## config.mk

```make
export PLATFORM = sky130hd
export DESIGN_NAME = lfsr_rng
export DESIGN_NICKNAME = d
export VERILOG_FILES = /design/src/verilog/phold_pkg.sv /design/src/verilog/lfsr_rng.sv
export SDC_FILE = /design/constraint.sdc
export NUM_CORES = 1
export LEC_CHECK = 0
export ABC_CLOCK_PERIOD_IN_PS = 1500
export BUFFER_PORTS_ARGS = -buffer_cell sky130_fd_sc_hd__buf_2
export CAP_MARGIN = 25
export CORE_MARGIN = 5
export CORE_UTILIZATION = 41
export DETAILED_ROUTE_END_ITERATION = 10
export GPL_TIMING_DRIVEN = 0
export PLACE_DENSITY = 0.75
export SYNTH_ARGS = -nofsm -noshare
export SYNTH_HDL_FRONTEND = slang
export SYNTH_SLANG_ARGS = --single-unit
```

## constraint.sdc

```tcl
create_clock -name clk -period 1.5 [get_ports clk]
set_input_delay 0 -clock clk [delete_from_list [all_inputs] [get_ports clk]]
set_output_delay 0 -clock clk [all_outputs]
set_load 0.005 [all_outputs]
```

## src/verilog/phold_pkg.sv

```systemverilog
package phold_pkg;

   localparam int TIME_WID  = 16;
   localparam int LP_WID    = 4;   // up to 16 logical processes
   localparam int RND_WID   = 24;
   localparam int DELAY_WID = 3;   // timestamp increment is 1 + this field
   localparam int EXEC_WID  = 2;   // core execution delay is 1 + this field

   typedef logic [TIME_WID-1:0]        sim_time_t;
   typedef logic [LP_WID-1:0]          lp_id_t;
   typedef logic [LP_WID+TIME_WID-1:0] event_t;  // {target lp, timestamp}
   typedef logic [RND_WID-1:0]         rnd_t;

   function automatic sim_time_t ev_time(event_t ev);
      return ev[TIME_WID-1:0];
   endfunction

   function automatic lp_id_t ev_lp(event_t ev);
      return ev[TIME_WID +: LP_WID];
   endfunction

   function automatic event_t mk_event(lp_id_t lp, sim_time_t t);
      return {lp, t};
   endfunction

endpackage
```

## src/verilog/lfsr_rng.sv

```systemverilog
module lfsr_rng import phold_pkg::*; (
   input  logic clk,
   input  logic rst_n,
   input  logic next,
   output rnd_t rnd
);

   // x^24 + x^23 + x^22 + x^17 + 1, right-shifting Galois form
   localparam rnd_t TAPS = 24'hE1_0000;
   localparam rnd_t SEED = 24'h66_88AA;  // any nonzero value

   always_ff @(posedge clk or negedge rst_n) begin
      if (!rst_n) begin
         rnd <= SEED;
      end else if (next) begin
         if (rnd[0])
            rnd <= (rnd >> 1) ^ TAPS;
         else
            rnd <= rnd >> 1;
      end
   end

endmodule

```

==> out/summary.md <==
The critical path goes through buf_2. The logs give 997 um2 for the post-synthesis cell area and 0.648 ns for the placement-stage worst setup slack. The share of synthesized area occupied by flip-flops and latches came out at 0.615. The number of antenna violations at the first check in global routing is 0, and the count of antenna-violating nets left after detailed routing is 0. Across the routed clock network, the largest skew measured is 0.00550 ns. The tools report the post-CTS resize count as 0. Post-detailed-route wirelength per cell: 14.0 um.

The final number of setup-violating endpoints is 0. The cell at the root of the clock tree is sky130_fd_sc_hd__clkbuf_4. The number of sinks on the clock net is 24. Clock latency on the worst-skew pair, taken at its later pin, is 0.31 ns.

TritonCTS built the clock tree. The count of warnings emitted by yosys is 0, and the worst hold-check slack is 0.185 ns. In this run the tool buffered the top-level ports with 25 buffer cells. The maximum single-stage delay on the critical path works out to 0.58 ns. By area the synthesized netlist is led by sky130_fd_sc_hd__dfrtp_1 35%, sky130_fd_sc_hd__dfstp_2 26%, sky130_fd_sc_hd__mux2_4 21%. The worst path buffer plus inverter count works out to 1. Worst max-slew margin expressed relative to the limit: 0.661.

The final number of max-transition violations is 0. Classification of the worst setup path: reg -> out. In this run the critical register-to-register path is launched from rnd[0]. The worst hold path belongs to the class in -> async. After clock tree synthesis, the clock-pin slew on the worst setup and hold paths is 0.13 ns.

After clock tree synthesis, the setup repair step added 0 buffers. Synthesis produced a netlist with a net count of 60. The synthesis-to-finish area growth is 21.7%, and the achievable frequency is 998 MHz. The total number of nets in the final design was 92; the total number of H-tree levels was 1. The tools report the starting utilization of the core area as 0.438.

Summed over all cells, the static leakage comes to 0.568 nW. Routability-driven placement finished with a final weighted congestion of 0.673. The detailed router finished its first iteration with 4 violations.

Synthesis produced 57 cells. The tools report the number of fillers in the final layout as 193. At the pin with the least slew margin, the transition time is 0.509 ns. The number of detailed-routing iterations run before antenna repair was 4; the power per unit of standard cell area was 2150 nW/um2.

The first global-routing pass estimated 2.73 mm of wire. The number of distinct standard cells referenced by the synthesized netlist was 9; the via density per instance was 4.66. The slowest stage of the critical path belongs to the cell sky130_fd_sc_hd__dfstp_2. Each instance of the synthesized netlist takes up on average 17.5 um2. Entering global routing, the biggest net connects 25 pins.

For this run the aggregate overflow at the end of global routing stands at 0. The end of the worst register-to-register path is rnd[21]. The time the worst path needs with I/O delays and setup was 1.00 ns. The highest fanout seen on the critical path is 3.

Setup repair after global routing left no endpoint under its margin. Following the worst setup path forward leads to its endpoint at rnd[17]. Measured in cells, the most critical reg-to-reg path has a length of 2.

The cell type contributing the most total cell area after synthesis was sky130_fd_sc_hd__dfrtp_1. In this run, synthesis produced a sequential element count of 24. Row generation in the floorplan step produced 17 rows. For the placed standard-cell area, the log shows 1160 um2. The maximum root-to-sink buffer count was 2; the post-route setup TNS was 0 ns. The width of the die is 59.3 um. The worst supply voltage drop on vdd is 1040 uV. The fraction of layout cells with a size suffix above 1 is 0.716.

The depth of the critical timing path with buffers and inverters included was 1; the floorplan core area was 2280 um2. Portion of synthesized cell area occupied by the leading cell type: 0.351. The run gives 0.103 as the overall routing resource usage.

Setup slack on the critical path of the routed design comes to 0.498 ns. Cell type group with the largest total delay on the critical path: flip-flops. The start point of the critical path is rnd[17]. The top register by number of flip-flops is rnd. For the total die area, the log shows 3520 um2. In this run the count of I/O pins placed on the die edge is 27. For the final-report hold violation count, the log shows 0.

Portion of the clock cycle consumed by the worst path in the final layout: 0.668. The worst setup path is launched from a flop. The utilization after layout was 0.533; the number of diodes added for antenna fixing was 0. The die is 59.3 um tall.

In the final layout, the registers with the most flip-flops are rnd x24. The number of global-route vias before repair is 551, and the HPWL after detailed placement is 1.20 mm. The number of flip-flops in the largest register is 24.

The flow ran to the end, and the final reports show no timing, DRC or antenna violations. STA classifies the critical path endpoint as an output pin. After detailed routing, the total wire length is 1.62 mm.

The final cell area excluding filler cells was 1210 um2. The logs give 1.00 ns for the data arrival at the endpoint of the critical path and 0 for the number of remaining DRC errors. The max-cap violation count is 0. For flop-to-flop paths, the worst setup slack is 0.63 ns. Detailed routing inserted a total of 540 vias. Clock tree synthesis inserted a total of 3 buffers. Required time at the endpoint of the critical path: 1.50 ns.
-- where the power goes --
group	internal [mW]	total [mW]	switching, mW
registers	1.07	1.35	0.275
clock network	0.148	0.330	0.182
logic	0.626	0.927	0.301
total	1.85	2.61	0.759
-- cells in the mapped netlist --
library cell and count:
sky130_fd_sc_hd__dfrtp_1 14, sky130_fd_sc_hd__dfstp_2 10, sky130_fd_sc_hd__xnor2_1 3, sky130_fd_sc_hd__buf_6 2, sky130_fd_sc_hd__a21oi_1 3, sky130_fd_sc_hd__mux2_2 7, sky130_fd_sc_hd__mux2_4 14, sky130_fd_sc_hd__nor2_1 3
sky130_fd_sc_hd__buf_12 1
-- cell type report --
type	count	area, um2	share of cell area
Tap cell	28	35.0	0.0289
Timing Repair Buffer	27	145	0.120
Sequential cell	24	613	0.505
Multi-Input combinational cell	30	342	0.281
Buffer	3	42.5	0.0351
Clock buffer	4	36.3	0.0299
-- stage by stage --
stage / cells / total power [mW]
floorplan: 57 / 1.86
global placement: 110 / 2.26
detailed placement: 110 / 2.31
CTS: 116 / 2.66
global route: 116 / 2.81
finish: 116 / 2.61
-- worst min path at each step --
stage               start  endpoint  slack, ns  cells past startpoint
floorplan           rst_n    rnd[0]      -0.30                      0
global placement    rst_n    rnd[6]     -0.005                      1
detailed placement  rst_n    rnd[2]    -0.0005                      1
CTS                 rst_n    rnd[0]       0.18                      2
global route        rst_n    rnd[0]       0.23                      2
finish              rst_n    rnd[0]       0.18                      2
-- cells by family (layout without fill, tap and decap cells) --
logic type             after synthesis  in the layout  synth area share
flip-flops                          24             24             0.615
multiplexers                        21             21             0.290
AO/OA/AOI/OAI                        3              3            0.0151
XOR/XNOR                             3              3            0.0264
AND/OR/NAND/NOR                      3              3            0.0113
buffers and inverters                3             34            0.0427
-- placed cells by master (no fill, tap or decap) --
cell type                       count
sky130_fd_sc_hd__a21oi_1            3
sky130_fd_sc_hd__buf_12             1
sky130_fd_sc_hd__buf_2             25
sky130_fd_sc_hd__buf_6              2
sky130_fd_sc_hd__clkbuf_4           3
sky130_fd_sc_hd__clkbuf_8           1
sky130_fd_sc_hd__dfrtp_1           14
sky130_fd_sc_hd__dfstp_2           10
sky130_fd_sc_hd__dlygate4sd3_1      2
sky130_fd_sc_hd__mux2_2             7
sky130_fd_sc_hd__mux2_4            14
sky130_fd_sc_hd__nor2_1             3
sky130_fd_sc_hd__xnor2_1            3
-- per-layer routing --
| layer | global-route usage | vias up | part of all wire |
|---|---|---|---|
| met5 | 0 | - | 0 |
| met4 | 0.0485 | 0 | 0 |
| met3 | 0.0240 | 0 | 0.052 |
| met2 | 0.158 | 13 | 0.49 |
| met1 | 0.138 | 269 | 0.46 |
| li1 | - | 258 | - |
-- timing repair --
| item | in CTS | in global routing |
|---|---|---|
| hold buffers | 2 | 0 |
| hold endpoints to repair | 30 | 0 |
| setup endpoints to repair | 0 | 0 |
No activity file was read; power rests on OpenSTA's default activity.
