`src/verilog/phold_pkg.sv`:
```
package phold_pkg;

   localparam int TIME_WID  = 16;
   localparam int LP_WID    = 4;   // up to 16 logical processes
   localparam int RND_WID   = 24;
   localparam int DELAY_WID = 3;   // timestamp increment is 1 + this field
   localparam int EXEC_WID  = 2;   // core execution delay is 1 + this field

   typedef logic [TIME_WID-1:0]        sim_time_t;
   typedef logic [LP_WID-1:0]          lp_id_t;
   typedef logic [LP_WID+TIME_WID-1:0] event_t;  // {target lp, timestamp}
   typedef logic [RND_WID-1:0]         rnd_t;

   function automatic sim_time_t ev_time(event_t ev);
      return ev[TIME_WID-1:0];
   endfunction

   function automatic lp_id_t ev_lp(event_t ev);
      return ev[TIME_WID +: LP_WID];
   endfunction

   function automatic event_t mk_event(lp_id_t lp, sim_time_t t);
      return {lp, t};
   endfunction

endpackage
```
`src/verilog/gvt_tracker.sv`:
```
module gvt_tracker import phold_pkg::*; #(
   parameter int NUM_CORE = 4
) (
   input  logic                clk,
   input  logic                rst_n,
   input  logic                running,
   input  sim_time_t           q_head_time,
   input  logic                q_empty,
   input  logic [NUM_CORE-1:0] core_busy,
   input  sim_time_t           core_time [NUM_CORE],
   output sim_time_t           gvt
);

   sim_time_t last_head;
   logic      last_empty;
   sim_time_t gvt_nxt;

   // previous head covers an event leaving the queue this cycle
   always_comb begin : min_time
      logic found;
      found   = 1'b0;
      gvt_nxt = gvt;   // nothing valid, keep the old value
      if (!q_empty) begin
         found   = 1'b1;
         gvt_nxt = q_head_time;
      end
      if (!last_empty && (!found || last_head < gvt_nxt)) begin
         found   = 1'b1;
         gvt_nxt = last_head;
      end
      for (int i = 0; i < NUM_CORE; i++) begin
         if (core_busy[i] && (!found || core_time[i] < gvt_nxt)) begin
            found   = 1'b1;
            gvt_nxt = core_time[i];
         end
      end
   end

   always_ff @(posedge clk or negedge rst_n) begin
      if (!rst_n) begin
         last_empty <= 1'b1;
         gvt        <= '0;
      end else begin
         last_empty <= q_empty;
         if (running)
            gvt <= gvt_nxt;   // frozen between runs
      end
   end

   always_ff @(posedge clk) begin
      last_head <= q_head_time;
   end

endmodule

```
`config.mk`:
```
export PLATFORM = sky130hd
export DESIGN_NAME = gvt_tracker
export DESIGN_NICKNAME = d
export VERILOG_FILES = /design/src/verilog/phold_pkg.sv /design/src/verilog/gvt_tracker.sv
export SDC_FILE = /design/constraint.sdc
export NUM_CORES = 1
export LEC_CHECK = 0
export ABC_AREA = 1
export ABC_CLOCK_PERIOD_IN_PS = 9800
export BUFFER_PORTS_ARGS = -buffer_cell sky130_fd_sc_hd__buf_4
export CORE_ASPECT_RATIO = 0.75
export CORE_MARGIN = 1.5
export CORE_UTILIZATION = 45
export CTS_BUF_LIST = sky130_fd_sc_hd__clkbuf_4
export CTS_CLUSTER_DIAMETER = 120
export CTS_CLUSTER_SIZE = 28
export DETAILED_ROUTE_END_ITERATION = 6
export PLACE_DENSITY = 0.7
export SYNTH_ARGS = -nofsm -noshare
export SYNTH_HDL_FRONTEND = slang
export SYNTH_SLANG_ARGS = --single-unit
```
`constraint.sdc`:
```
create_clock -name clk -period 9.8 [get_ports clk]
set_clock_uncertainty 0.2 [all_clocks]
set_input_delay 0.49 -clock clk [delete_from_list [all_inputs] [get_ports clk]]
set_output_delay 0.49 -clock clk [all_outputs]
set_load 0.005 [all_outputs]
```
==> key figures <==
Status
  – Outcome: finished clean

Placed design
  – Final Wtd Congestion: 0.9620
  – IO buf count: 103
  – HPWL after DPL: 10140 um
  – Post-placement setup slack: -0.08604 ns

Floorplan
  – Die height: 82.18 um
  – Rows: 28
  – Core Region: 0.007988 mm2
  – Initial Util: 47.09%
  – Die X: 108.6 um
  – # IOs: 104
  – Die area: 0.008921 mm2

STA
  – Measured slew at the worst slew-check pin: 0.6780 ns
  – Fin crit period: 8.893 ns
  – Final worst-path cycle share: 90.75%
  – Max Fclk: 0.1124 GHz
  – Setup ws final: 0.9069 ns
  – RSZ-0062 raised after global routing: false
  – Final hold viol count: 0
  – Final Max Tran Viols: 0
  – Relative slew slack: 54.33%
  – Final setup viols: 0

Global route
  – Met1 Track Usage GR: 38.16%
  – Gr usage total: 27.32%
  – Initial antenna violation count: 0
  – Global route overflow: 0
  – Global-route wire length before repair: 18270 um
  – GR met2 Demand/Resource: 44.65%
  – Met3 Use GR: 4.160%
  – Vias in the first global route: 3816
  – Largest net degree at the start of global routing: 32
  – Gr busiest metal: met2

Layout
  – Share of layout cells above drive strength 1: 20.65%
  – Number of fill cells: 801
  – Final Core Density: 58.65%
  – Area added between synthesis and finish: 24.55%
  – Nets: 807

Clock network
  – CTS tree: done
  – CTS Root Cell: clkbuf_4
  – Max H-tree Level: 2
  – Clock Latency Late Sink: 0.34 ns
  – Total CTS buffers: 5
  – Clk buf depth: 2
  – Worst-path clk slew: 0.11 ns
  – CTS Sinks: 33

Power
  – Worst IR Drop VDD: 0.00008949 V
  – Pwr dens: 160.5 mW/mm2
  – Leak: 2.562 nW

Worst setup path
  – CP arrival: 8.97 ns
  – CP max stage cell: o21ai_0
  – Crit-path max cell delay: 0.59 ns
  – Critical Path Fanout Max: 31
  – Cell depth of the worst setup path: 51
  – Most frequent CP cell: nand2_1
  – Setup CP Type: in -> reg
  – Worst EP required: 9.88 ns
  – FF-to-FF Start: gvt[5]
  – Crit. Startpoint: q_empty
  – Crit path launch type: primary input
  – CP bufs+invs: 1
  – CP endpoint kind: flip-flop
  – Delay-heaviest family, CP: compound AO/OA/AOI/OAI gates
  – Path depth of the worst reg2reg path: 50

Logic synthesis
  – Async set or reset register ratio after synthesis: 51.52%
  – Mux share of post-synthesis cell area: 3.992%
  – Count leader, synth: nand2_1
  – Synth Net Count: 716
  – Sequential cell area fraction in the yosys report: 19.86%
  – Post-synth top flop: dfxtp_1
  – Syn avg cell area: 6.801 um2
  – Netlist Area Pre-Place: 0.003761 mm2
  – Area contributors post-synth: ha_1, nand2_1, dfrtp_1
  – Simple-gate area share of the yosys netlist: 30.41%
  – Compound-Gate Fraction of Synth Area: 14.44%
  – Synth top cells by count: nand2_1, ha_1, o21ai_0
  – Post-Syn Instances: 553
  – Area leader, netlist: ha_1
  – Main combinational cell family by area after synthesis: simple AND/OR/NAND/NOR gates
  – Post-synth EDFFs: 0
  – Yosys top cell area share: 24.95%
  – Register bit total from synthesis: 33
  – Yosys cell types: 26
  – XOR/XNOR Fraction of Synth Area: 0%
  – Synth warnings: 0
  – Adder-cell share of the synthesized area: 24.95%

Min path
  – Hold_sp: q_head_time[13]
  – Cell count of the worst hold path: 1
  – Hold Crit Class: in -> reg

Routing
  – Post-route ant nets: 0
  – 1st-pass router iterations: 5
  – Via density: 5.493
  – DRT Wirelength: 11970 um
  – Vias: 4120
  – DR iter-0 viols: 283
  – Remaining DRCs: 0
  – Post-DR wirelength/cell: 15.95 um

Run
  – Maxcap violations: 0
## cell families (layout without fill, tap and decap cells)
kind of cell / count (synthesis) / count (layout)
DFF: 33 / 33
adders and majority gates: 75 / 75
AOI/OAI and AO/OA: 100 / 100
buffers and inverters: 59 / 150
other: 0 / 1
muxes: 15 / 15
and+or+nand+nor: 271 / 271
## cell type report
| class | count | area, um2 | share of cell area, % |
|---|---|---|---|
| multi-input cells | 461 | 2798 | 59.72 |
| repair buffers | 105 | 790.8 | 16.88 |
| flip-flops and latches | 33 | 747.0 | 15.95 |
| inverters | 38 | 142.6 | 3.045 |
| well taps | 105 | 131.4 | 2.804 |
| clock buffers | 5 | 37.54 | 0.8013 |
| clock inverters | 2 | 35.03 | 0.7479 |
| diodes | 1 | 2.502 | 0.05342 |
## power by group
group | leakage (nW) | switching [mW] | internal (mW) | total (mW)
sequential | 0.335 | 0.0293 | 0.158 | 0.187
clock | 0.0411 | 0.0493 | 0.0519 | 0.101
combinational | 2.19 | 0.275 | 0.189 | 0.464
total | 2.56 | 0.353 | 0.399 | 0.752
## worst paths after layout
path	endpoint	slack [ns]
setup / recovery	gvt[7]	0.91
hold / removal	last_head[13]	0.05
setup reg to reg	gvt[7]	0.95
hold reg to reg	gvt[12]	0.34
max in group asynchronous	last_empty	8.81
min in group asynchronous	gvt[1]	0.34
## timing repair
action / 4_1_cts / 5_1_grt
resized for setup: 0 / 20
hold buffers: 1 / 0
setup endpoints to repair: 0 / 16
setup buffers: 0 / 0
endpoints found under the hold margin: 16 / 0
## metal layers
| metal | vias to the layer above | part of all wire, % |
|---|---|---|
| met2 | 153 | 43 |
| met5 | - | 0 |
| met3 | 16 | 7.5 |
| met4 | 0 | 1.3 |
| li1 | 2065 | - |
| met1 | 1886 | 48 |
## placed cells by master, fill, tap and decap left out, drive strengths merged
master,count
a2111oi,1
a211oi,8
a21oi,27
buf,104
bufinv,1
clkbuf,5
clkinv,1
dfrtp,16
dfstp,1
dfxtp,16
diode,1
dlygate4sd3,1
ha,75
inv,38
mux2i,15
nand2,198
nand3,42
nand3b,2
nand4,6
nor2,18
nor3,3
o21ai,61
o221a,3
or2,2
## registers in the layout, indices dropped and copies added, names as in the netlist
| signal | cells |
|---|---|
| gvt | 16 |
| last_empty | 1 |
| last_head | 16 |
## through the flow
stage	total power [mW]	instances	TNS, ns	instance area (um2)	hold slack, ns
2_1_floorplan	0.4806	553	0	3761	-0.005591
3_3_place_gp	0.6229	741	0	4577	0.1702
4_1_cts	0.7413	749	0	4659	0.03772
6_report	0.7520	750	0	4684	0.04799
3_5_place_dp	0.6382	741	-0.5114	4577	0.1696
5_1_grt	0.8246	749	0	4682	0.03920
No activity file was read; power rests on OpenSTA's default activity.
