`config.mk`:
```
export PLATFORM = sky130hd
export DESIGN_NAME = event_queue
export DESIGN_NICKNAME = d
export VERILOG_FILES = /design/src/verilog/phold_pkg.sv /design/src/verilog/event_queue.sv
export SDC_FILE = /design/constraint.sdc
export NUM_CORES = 2
export LEC_CHECK = 0
export ABC_AREA = 1
export ABC_CLOCK_PERIOD_IN_PS = 28400
export BUFFER_PORTS_ARGS = -buffer_cell sky130_fd_sc_hd__buf_2
export CAP_MARGIN = 10
export CELL_PAD_IN_SITES_DETAIL_PLACEMENT = 0
export CELL_PAD_IN_SITES_GLOBAL_PLACEMENT = 1
export CORE_MARGIN = 3
export CORE_UTILIZATION = 42
export DETAILED_ROUTE_END_ITERATION = 6
export PLACE_DENSITY_LB_ADDON = 0.1
export SYNTH_ARGS = -nofsm -noshare
export SYNTH_HDL_FRONTEND = slang
export SYNTH_SLANG_ARGS = --single-unit
```
`constraint.sdc`:
```
create_clock -name clk -period 28.4 [get_ports clk]
set_input_delay 4.26 -clock clk [delete_from_list [all_inputs] [get_ports clk]]
set_output_delay 4.26 -clock clk [all_outputs]
set_load 0.03 [all_outputs]
```
`src/verilog/phold_pkg.sv`:
```
package phold_pkg;

   localparam int TIME_WID  = 16;
   localparam int LP_WID    = 4;   // up to 16 logical processes
   localparam int RND_WID   = 24;
   localparam int DELAY_WID = 3;   // timestamp increment is 1 + this field
   localparam int EXEC_WID  = 2;   // core execution delay is 1 + this field

   typedef logic [TIME_WID-1:0]        sim_time_t;
   typedef logic [LP_WID-1:0]          lp_id_t;
   typedef logic [LP_WID+TIME_WID-1:0] event_t;  // {target lp, timestamp}
   typedef logic [RND_WID-1:0]         rnd_t;

   function automatic sim_time_t ev_time(event_t ev);
      return ev[TIME_WID-1:0];
   endfunction

   function automatic lp_id_t ev_lp(event_t ev);
      return ev[TIME_WID +: LP_WID];
   endfunction

   function automatic event_t mk_event(lp_id_t lp, sim_time_t t);
      return {lp, t};
   endfunction

endpackage
```
`src/verilog/event_queue.sv`:
```
module event_queue import phold_pkg::*; #(
   parameter  int DEPTH = 16,
   localparam int IDX_W = (DEPTH > 1) ? $clog2(DEPTH) : 1
) (
   input  logic   clk,
   input  logic   rst_n,
   input  logic   clear,
   input  logic   enq,
   input  logic   deq,
   input  event_t in_event,
   output event_t head,
   output logic   empty
);

   // entries stay packed toward slot 0 in arrival order,
   // so a lower slot is always an older entry
   event_t           mem     [DEPTH];
   event_t           mem_nxt [DEPTH];
   logic [DEPTH-1:0] vld, vld_nxt;
   logic [IDX_W-1:0] head_idx;

   always_comb begin : find_min
      sim_time_t best;
      logic      found;
      best     = '0;
      found    = 1'b0;
      head_idx = '0;
      for (int i = 0; i < DEPTH; i++) begin
         // strict compare keeps the oldest of equal times
         if (vld[i] && (!found || ev_time(mem[i]) < best)) begin
            found    = 1'b1;
            best     = ev_time(mem[i]);
            head_idx = IDX_W'(i);
         end
      end
   end

   assign head  = mem[head_idx];
   assign empty = ~vld[0];   // packed, so slot 0 empty means all empty

   always_comb begin : update
      logic placed;
      mem_nxt = mem;
      vld_nxt = vld;
      placed  = 1'b0;
      if (deq && !empty) begin
         // close the gap left by the head
         for (int i = 0; i < DEPTH - 1; i++) begin
            if (i >= head_idx) begin
               mem_nxt[i] = mem[i+1];
               vld_nxt[i] = vld[i+1];
            end
         end
         vld_nxt[DEPTH-1] = 1'b0;
      end
      if (enq) begin
         for (int i = 0; i < DEPTH; i++) begin
            if (!vld_nxt[i] && !placed) begin   // first free slot
               mem_nxt[i] = in_event;
               vld_nxt[i] = 1'b1;
               placed     = 1'b1;
            end
         end
      end
   end

   always_ff @(posedge clk or negedge rst_n) begin
      if (!rst_n)
         vld <= '0;
      else if (clear)
         vld <= '0;
      else
         vld <= vld_nxt;
   end

   always_ff @(posedge clk) begin
      mem <= mem_nxt;
   end

endmodule

```
==> flow_metrics.env <==
export IMPL_run_status="complete, no violations"
export IMPL_drcViolationCount=0
export IMPL_number_of_vias_per_cell_after_detailed_routing=5.94
export IMPL_setup_worst_path_end_class="output port"
export IMPL_timing_hold_worst_class="flop to flop"
export IMPL_design_core_area_um2=58200
export IMPL_syn_area_um2=25000
export IMPL_reg2reg_setup_slack_ns=2.49
export IMPL_slew_headroom=0.129
export IMPL_setup_ws_ns=0.268
export IMPL_fmax_ghz=0.0355
export IMPL_placement_cell_area_um2=29500
export IMPL_ys_ff_latch=336
export IMPL_synth_cell_types=52
export IMPL_timing_final_hold_violations=0
export IMPL_drive_above_1_share=0.331
export IMPL_syn_inst=3792
export IMPL_layout_filler_cells=5279
export IMPL_highest_signal_layer="met5"
export IMPL_fin_skew_ns=0.0221
export IMPL_power_density_nw_per_um2=158
export IMPL_route_final_wire_length_um=129000
export IMPL_synth_async_reset_ratio=0.0476
export IMPL_die_width_um=250
export IMPL_detail_route_iter0_violations=3394
export IMPL_setup_crit_end="head[8]"
export IMPL_clkSinkCount=336
export IMPL_r2r_start="vld[0]"
export IMPL_gr_usage_all_layers=0.380
export IMPL_critical_path_most_common_cell="nand2_1"
export IMPL_ys_dominant_reg_cell="dfxtp_1"
export IMPL_grt_overflow_total=0
export IMPL_path_buf_inv=26
export IMPL_grt_first_pass_wirelength_um=179000
export IMPL_number_of_cell_rows=88
export IMPL_htree_num_levels=2
export IMPL_r2r_worst_path_cells=175
export IMPL_worst_skew_pair_late_latency_ns=0.59
export IMPL_floorplan_die_height_um=250
export IMPL_maximum_count_of_clock_buffers_along_a_single_path=3
export IMPL_least_margin_pin_slew_ns=1.30
export IMPL_cpLargestDelayFamily="simple AND/OR/NAND/NOR gates"
export IMPL_cts_tree="done"
export IMPL_layout_area_overhead_vs_synth_pct=44.8
export IMPL_cts_buffers_inserted=42
export IMPL_ys_seq_area_frac=0.280
export IMPL_vias=30353
export IMPL_rsz0062_at_grt="true"
export IMPL_max_stage_delay_ns=0.46
export IMPL_postSynthAreaPerCell_um2=6.59
export IMPL_syn_nets=4026
export IMPL_place_ws_ns=-2.44
export IMPL_gp_congestion=1.02
export IMPL_slew_violations=0
export IMPL_period_minus_slack_ns=28.13
export IMPL_power_static_leakage_nw=16.2
export IMPL_synth_edf_count=20
export IMPL_path_max_fanout=10
export IMPL_root_buffer="clkbuf_16"
export IMPL_via_count_of_the_first_global_routing_pass=27537
export IMPL_cp_slowest_cell="dfrtp_2"
export IMPL_wl_met2_um=57400
export IMPL_post_dr_wirelength_cell_um=25.2
export IMPL_dr_pass1_iters=6
export IMPL_setup_worst_path_start="vld[0]"
export IMPL_antenna_found_initial=6
export IMPL_hold_buffers=0
export IMPL_num_io_pins=46
export IMPL_dieArea_um2=62500
export IMPL_clk_pin_slew_ns=0.06
export IMPL_critPathArrivalTime_ns=23.87
export IMPL_cp_start_kind="flop"
export IMPL_setup_tns_final_ns=0
export IMPL_cp_depth=176
export IMPL_half_perimeter_wire_length_after_detailed_placement_um=92600
export IMPL_maxCapViolations=0
export IMPL_met1_wirelength_um=51300
export IMPL_final_nets=4544
export IMPL_fin_area_um2=36200
export IMPL_final_setup_viol_count=0
export IMPL_port_buffers=45
export IMPL_required_ns=24.14
export IMPL_min_period_over_period=0.991
export IMPL_worst_ir_drop_vdd_mv=0.155
export IMPL_r2r_end="mem[16]"
export IMPL_met3_wirelength_um=12200
export IMPL_maximum_number_of_pins_on_one_net_before_global_route_repair=43
export IMPL_yosys_warnings=0
export IMPL_initial_core_util=0.429
export IMPL_antenna_left=0
export IMPL_critPathKind="flop to output port"
==> layer usage <==
metal,global-route usage,up-vias
met5,0,-
met2,0.608,1575
li1,-,13994
met3,0.0661,408
met1,0.496,14372
met4,0.187,4
==> repair_timing <==
item / in CTS / in global routing
resized for setup: 257 / 723
cloned: 19 / 22
pin swaps: 43 / 192
setup endpoints to repair: 119 / 99
buffers inserted: 18 / 91
==> kinds of logic (layout without fill, tap and decap cells) <==
| family | count (synthesis) | after routing | synth area share |
|---|---|---|---|
| AND/OR/NAND/NOR | 1576 | 1600 | 0.262 |
| AO/OA/AOI/OAI | 1115 | 1115 | 0.250 |
| buffers and inverters | 524 | 1050 | 0.0886 |
| flip-flops | 336 | 336 | 0.280 |
| adder cells (fa/ha/maj) | 209 | 209 | 0.105 |
| multiplexers | 32 | 32 | 0.0144 |
| other | 0 | 1 | 0 |
==> report_power, final <==
part | switching, W | internal [W] | total, W
combinational | 0.00227 | 0.00185 | 0.00412
sequential | 0.000365 | 0.000666 | 0.00103
clock | 0.000231 | 0.000348 | 0.000579
total | 0.00287 | 0.00287 | 0.00573
==> cell usage in the layout (no fill, tap or decap), types with 10 or more instances in the layout <==
cell	synthesis	routed
nand2_1	1119	1010
buf_4	21	553
o21ai_0	551	354
dfxtp_1	300	300
o21ai_1	186	259
inv_1	266	256
nor2_1	177	157
nand3_1	150	140
ha_1	209	139
o21ai_2	14	110
nand2_2	32	98
a21oi_1	143	94
buf_6	8	66
ha_4	0	63
clkbuf_16	0	56
nand2_4	14	51
a21oi_2	1	48
o221ai_1	60	38
mux2_2	32	32
a211oi_2	0	31
nand2_8	0	30
o21ai_4	0	28
a31oi_1	50	26
o211ai_1	26	26
buf_2	44	25
buf_12	1	24
a31oi_4	0	20
edfxtp_1	20	20
nor2_2	5	19
or2_2	19	19
nand4_1	18	18
o221ai_2	0	18
nand3_2	9	16
inv_2	11	15
dfrtp_1	16	15
buf_8	2	12
nor3_1	20	11
a211oi_1	48	10
==> through the flow <==
stage	hold WS (ns)	power [W]	std cells	utilization
final	0.491	0.00573	5108	0.621
after global routing	0.543	0.00604	5107	0.621
after CTS	0.485	0.00484	5014	0.552
after detailed placement	0.476	0.00405	4901	0.507
after global placement	0.468	0.00399	4901	0.507
after floorplan	0.458	0.00251	3792	-
==> worst min path at each step <==
stage | start | end | slack (ns) | cells after the start
2_1_floorplan | mem[276] | mem[276] | 0.46 | 2
3_3_place_gp | mem[276] | mem[276] | 0.47 | 2
3_5_place_dp | mem[276] | mem[276] | 0.48 | 2
4_1_cts | mem[276] | mem[276] | 0.49 | 2
6_report | mem[276] | mem[276] | 0.49 | 2
5_1_grt | mem[276] | mem[276] | 0.54 | 2
==> worst min-delay path, cell delays in order, from the launching register on <==
cell     delay (ns)
dfxtp_1        0.30
nand2_1        0.07
a31oi_1        0.07
==> synthesized netlist by cell type (21+ instances only) <==
cell type / count / area share
nand2_1: 1119 / 0.17
o21ai_1: 186 / 0.037
clkbuf_1: 158 / 0.024
nor2_1: 177 / 0.027
mux2_2: 32 / 0.014
o211ai_1: 26 / 0.0078
buf_4: 21 / 0.0063
inv_1: 266 / 0.040
o21ai_0: 551 / 0.11
dfxtp_1: 300 / 0.24
nand3_1: 150 / 0.030
a31oi_1: 50 / 0.013
buf_2: 44 / 0.0088
o221ai_1: 60 / 0.021
ha_1: 209 / 0.10
a21oi_1: 143 / 0.029
nand2_2: 32 / 0.0080
a211oi_1: 48 / 0.014
==> sequential cells by signal, summed over array words and instances, names as in the netlist <==
name  flops
vld      16
mem     320
==> final cells by class <==
cell class,count,area [µm²],share of cell area
inverter,278,1070,0.0296
antenna,1,2.50,0.0000691
clock inverter,13,171,0.00474
multi-input combinational,2956,19600,0.542
tap,765,957,0.0264
clock buffer,63,1280,0.0355
sequential,336,7010,0.194
timing repair buffer,696,6090,0.168
(Power assumes the default switching activity.)
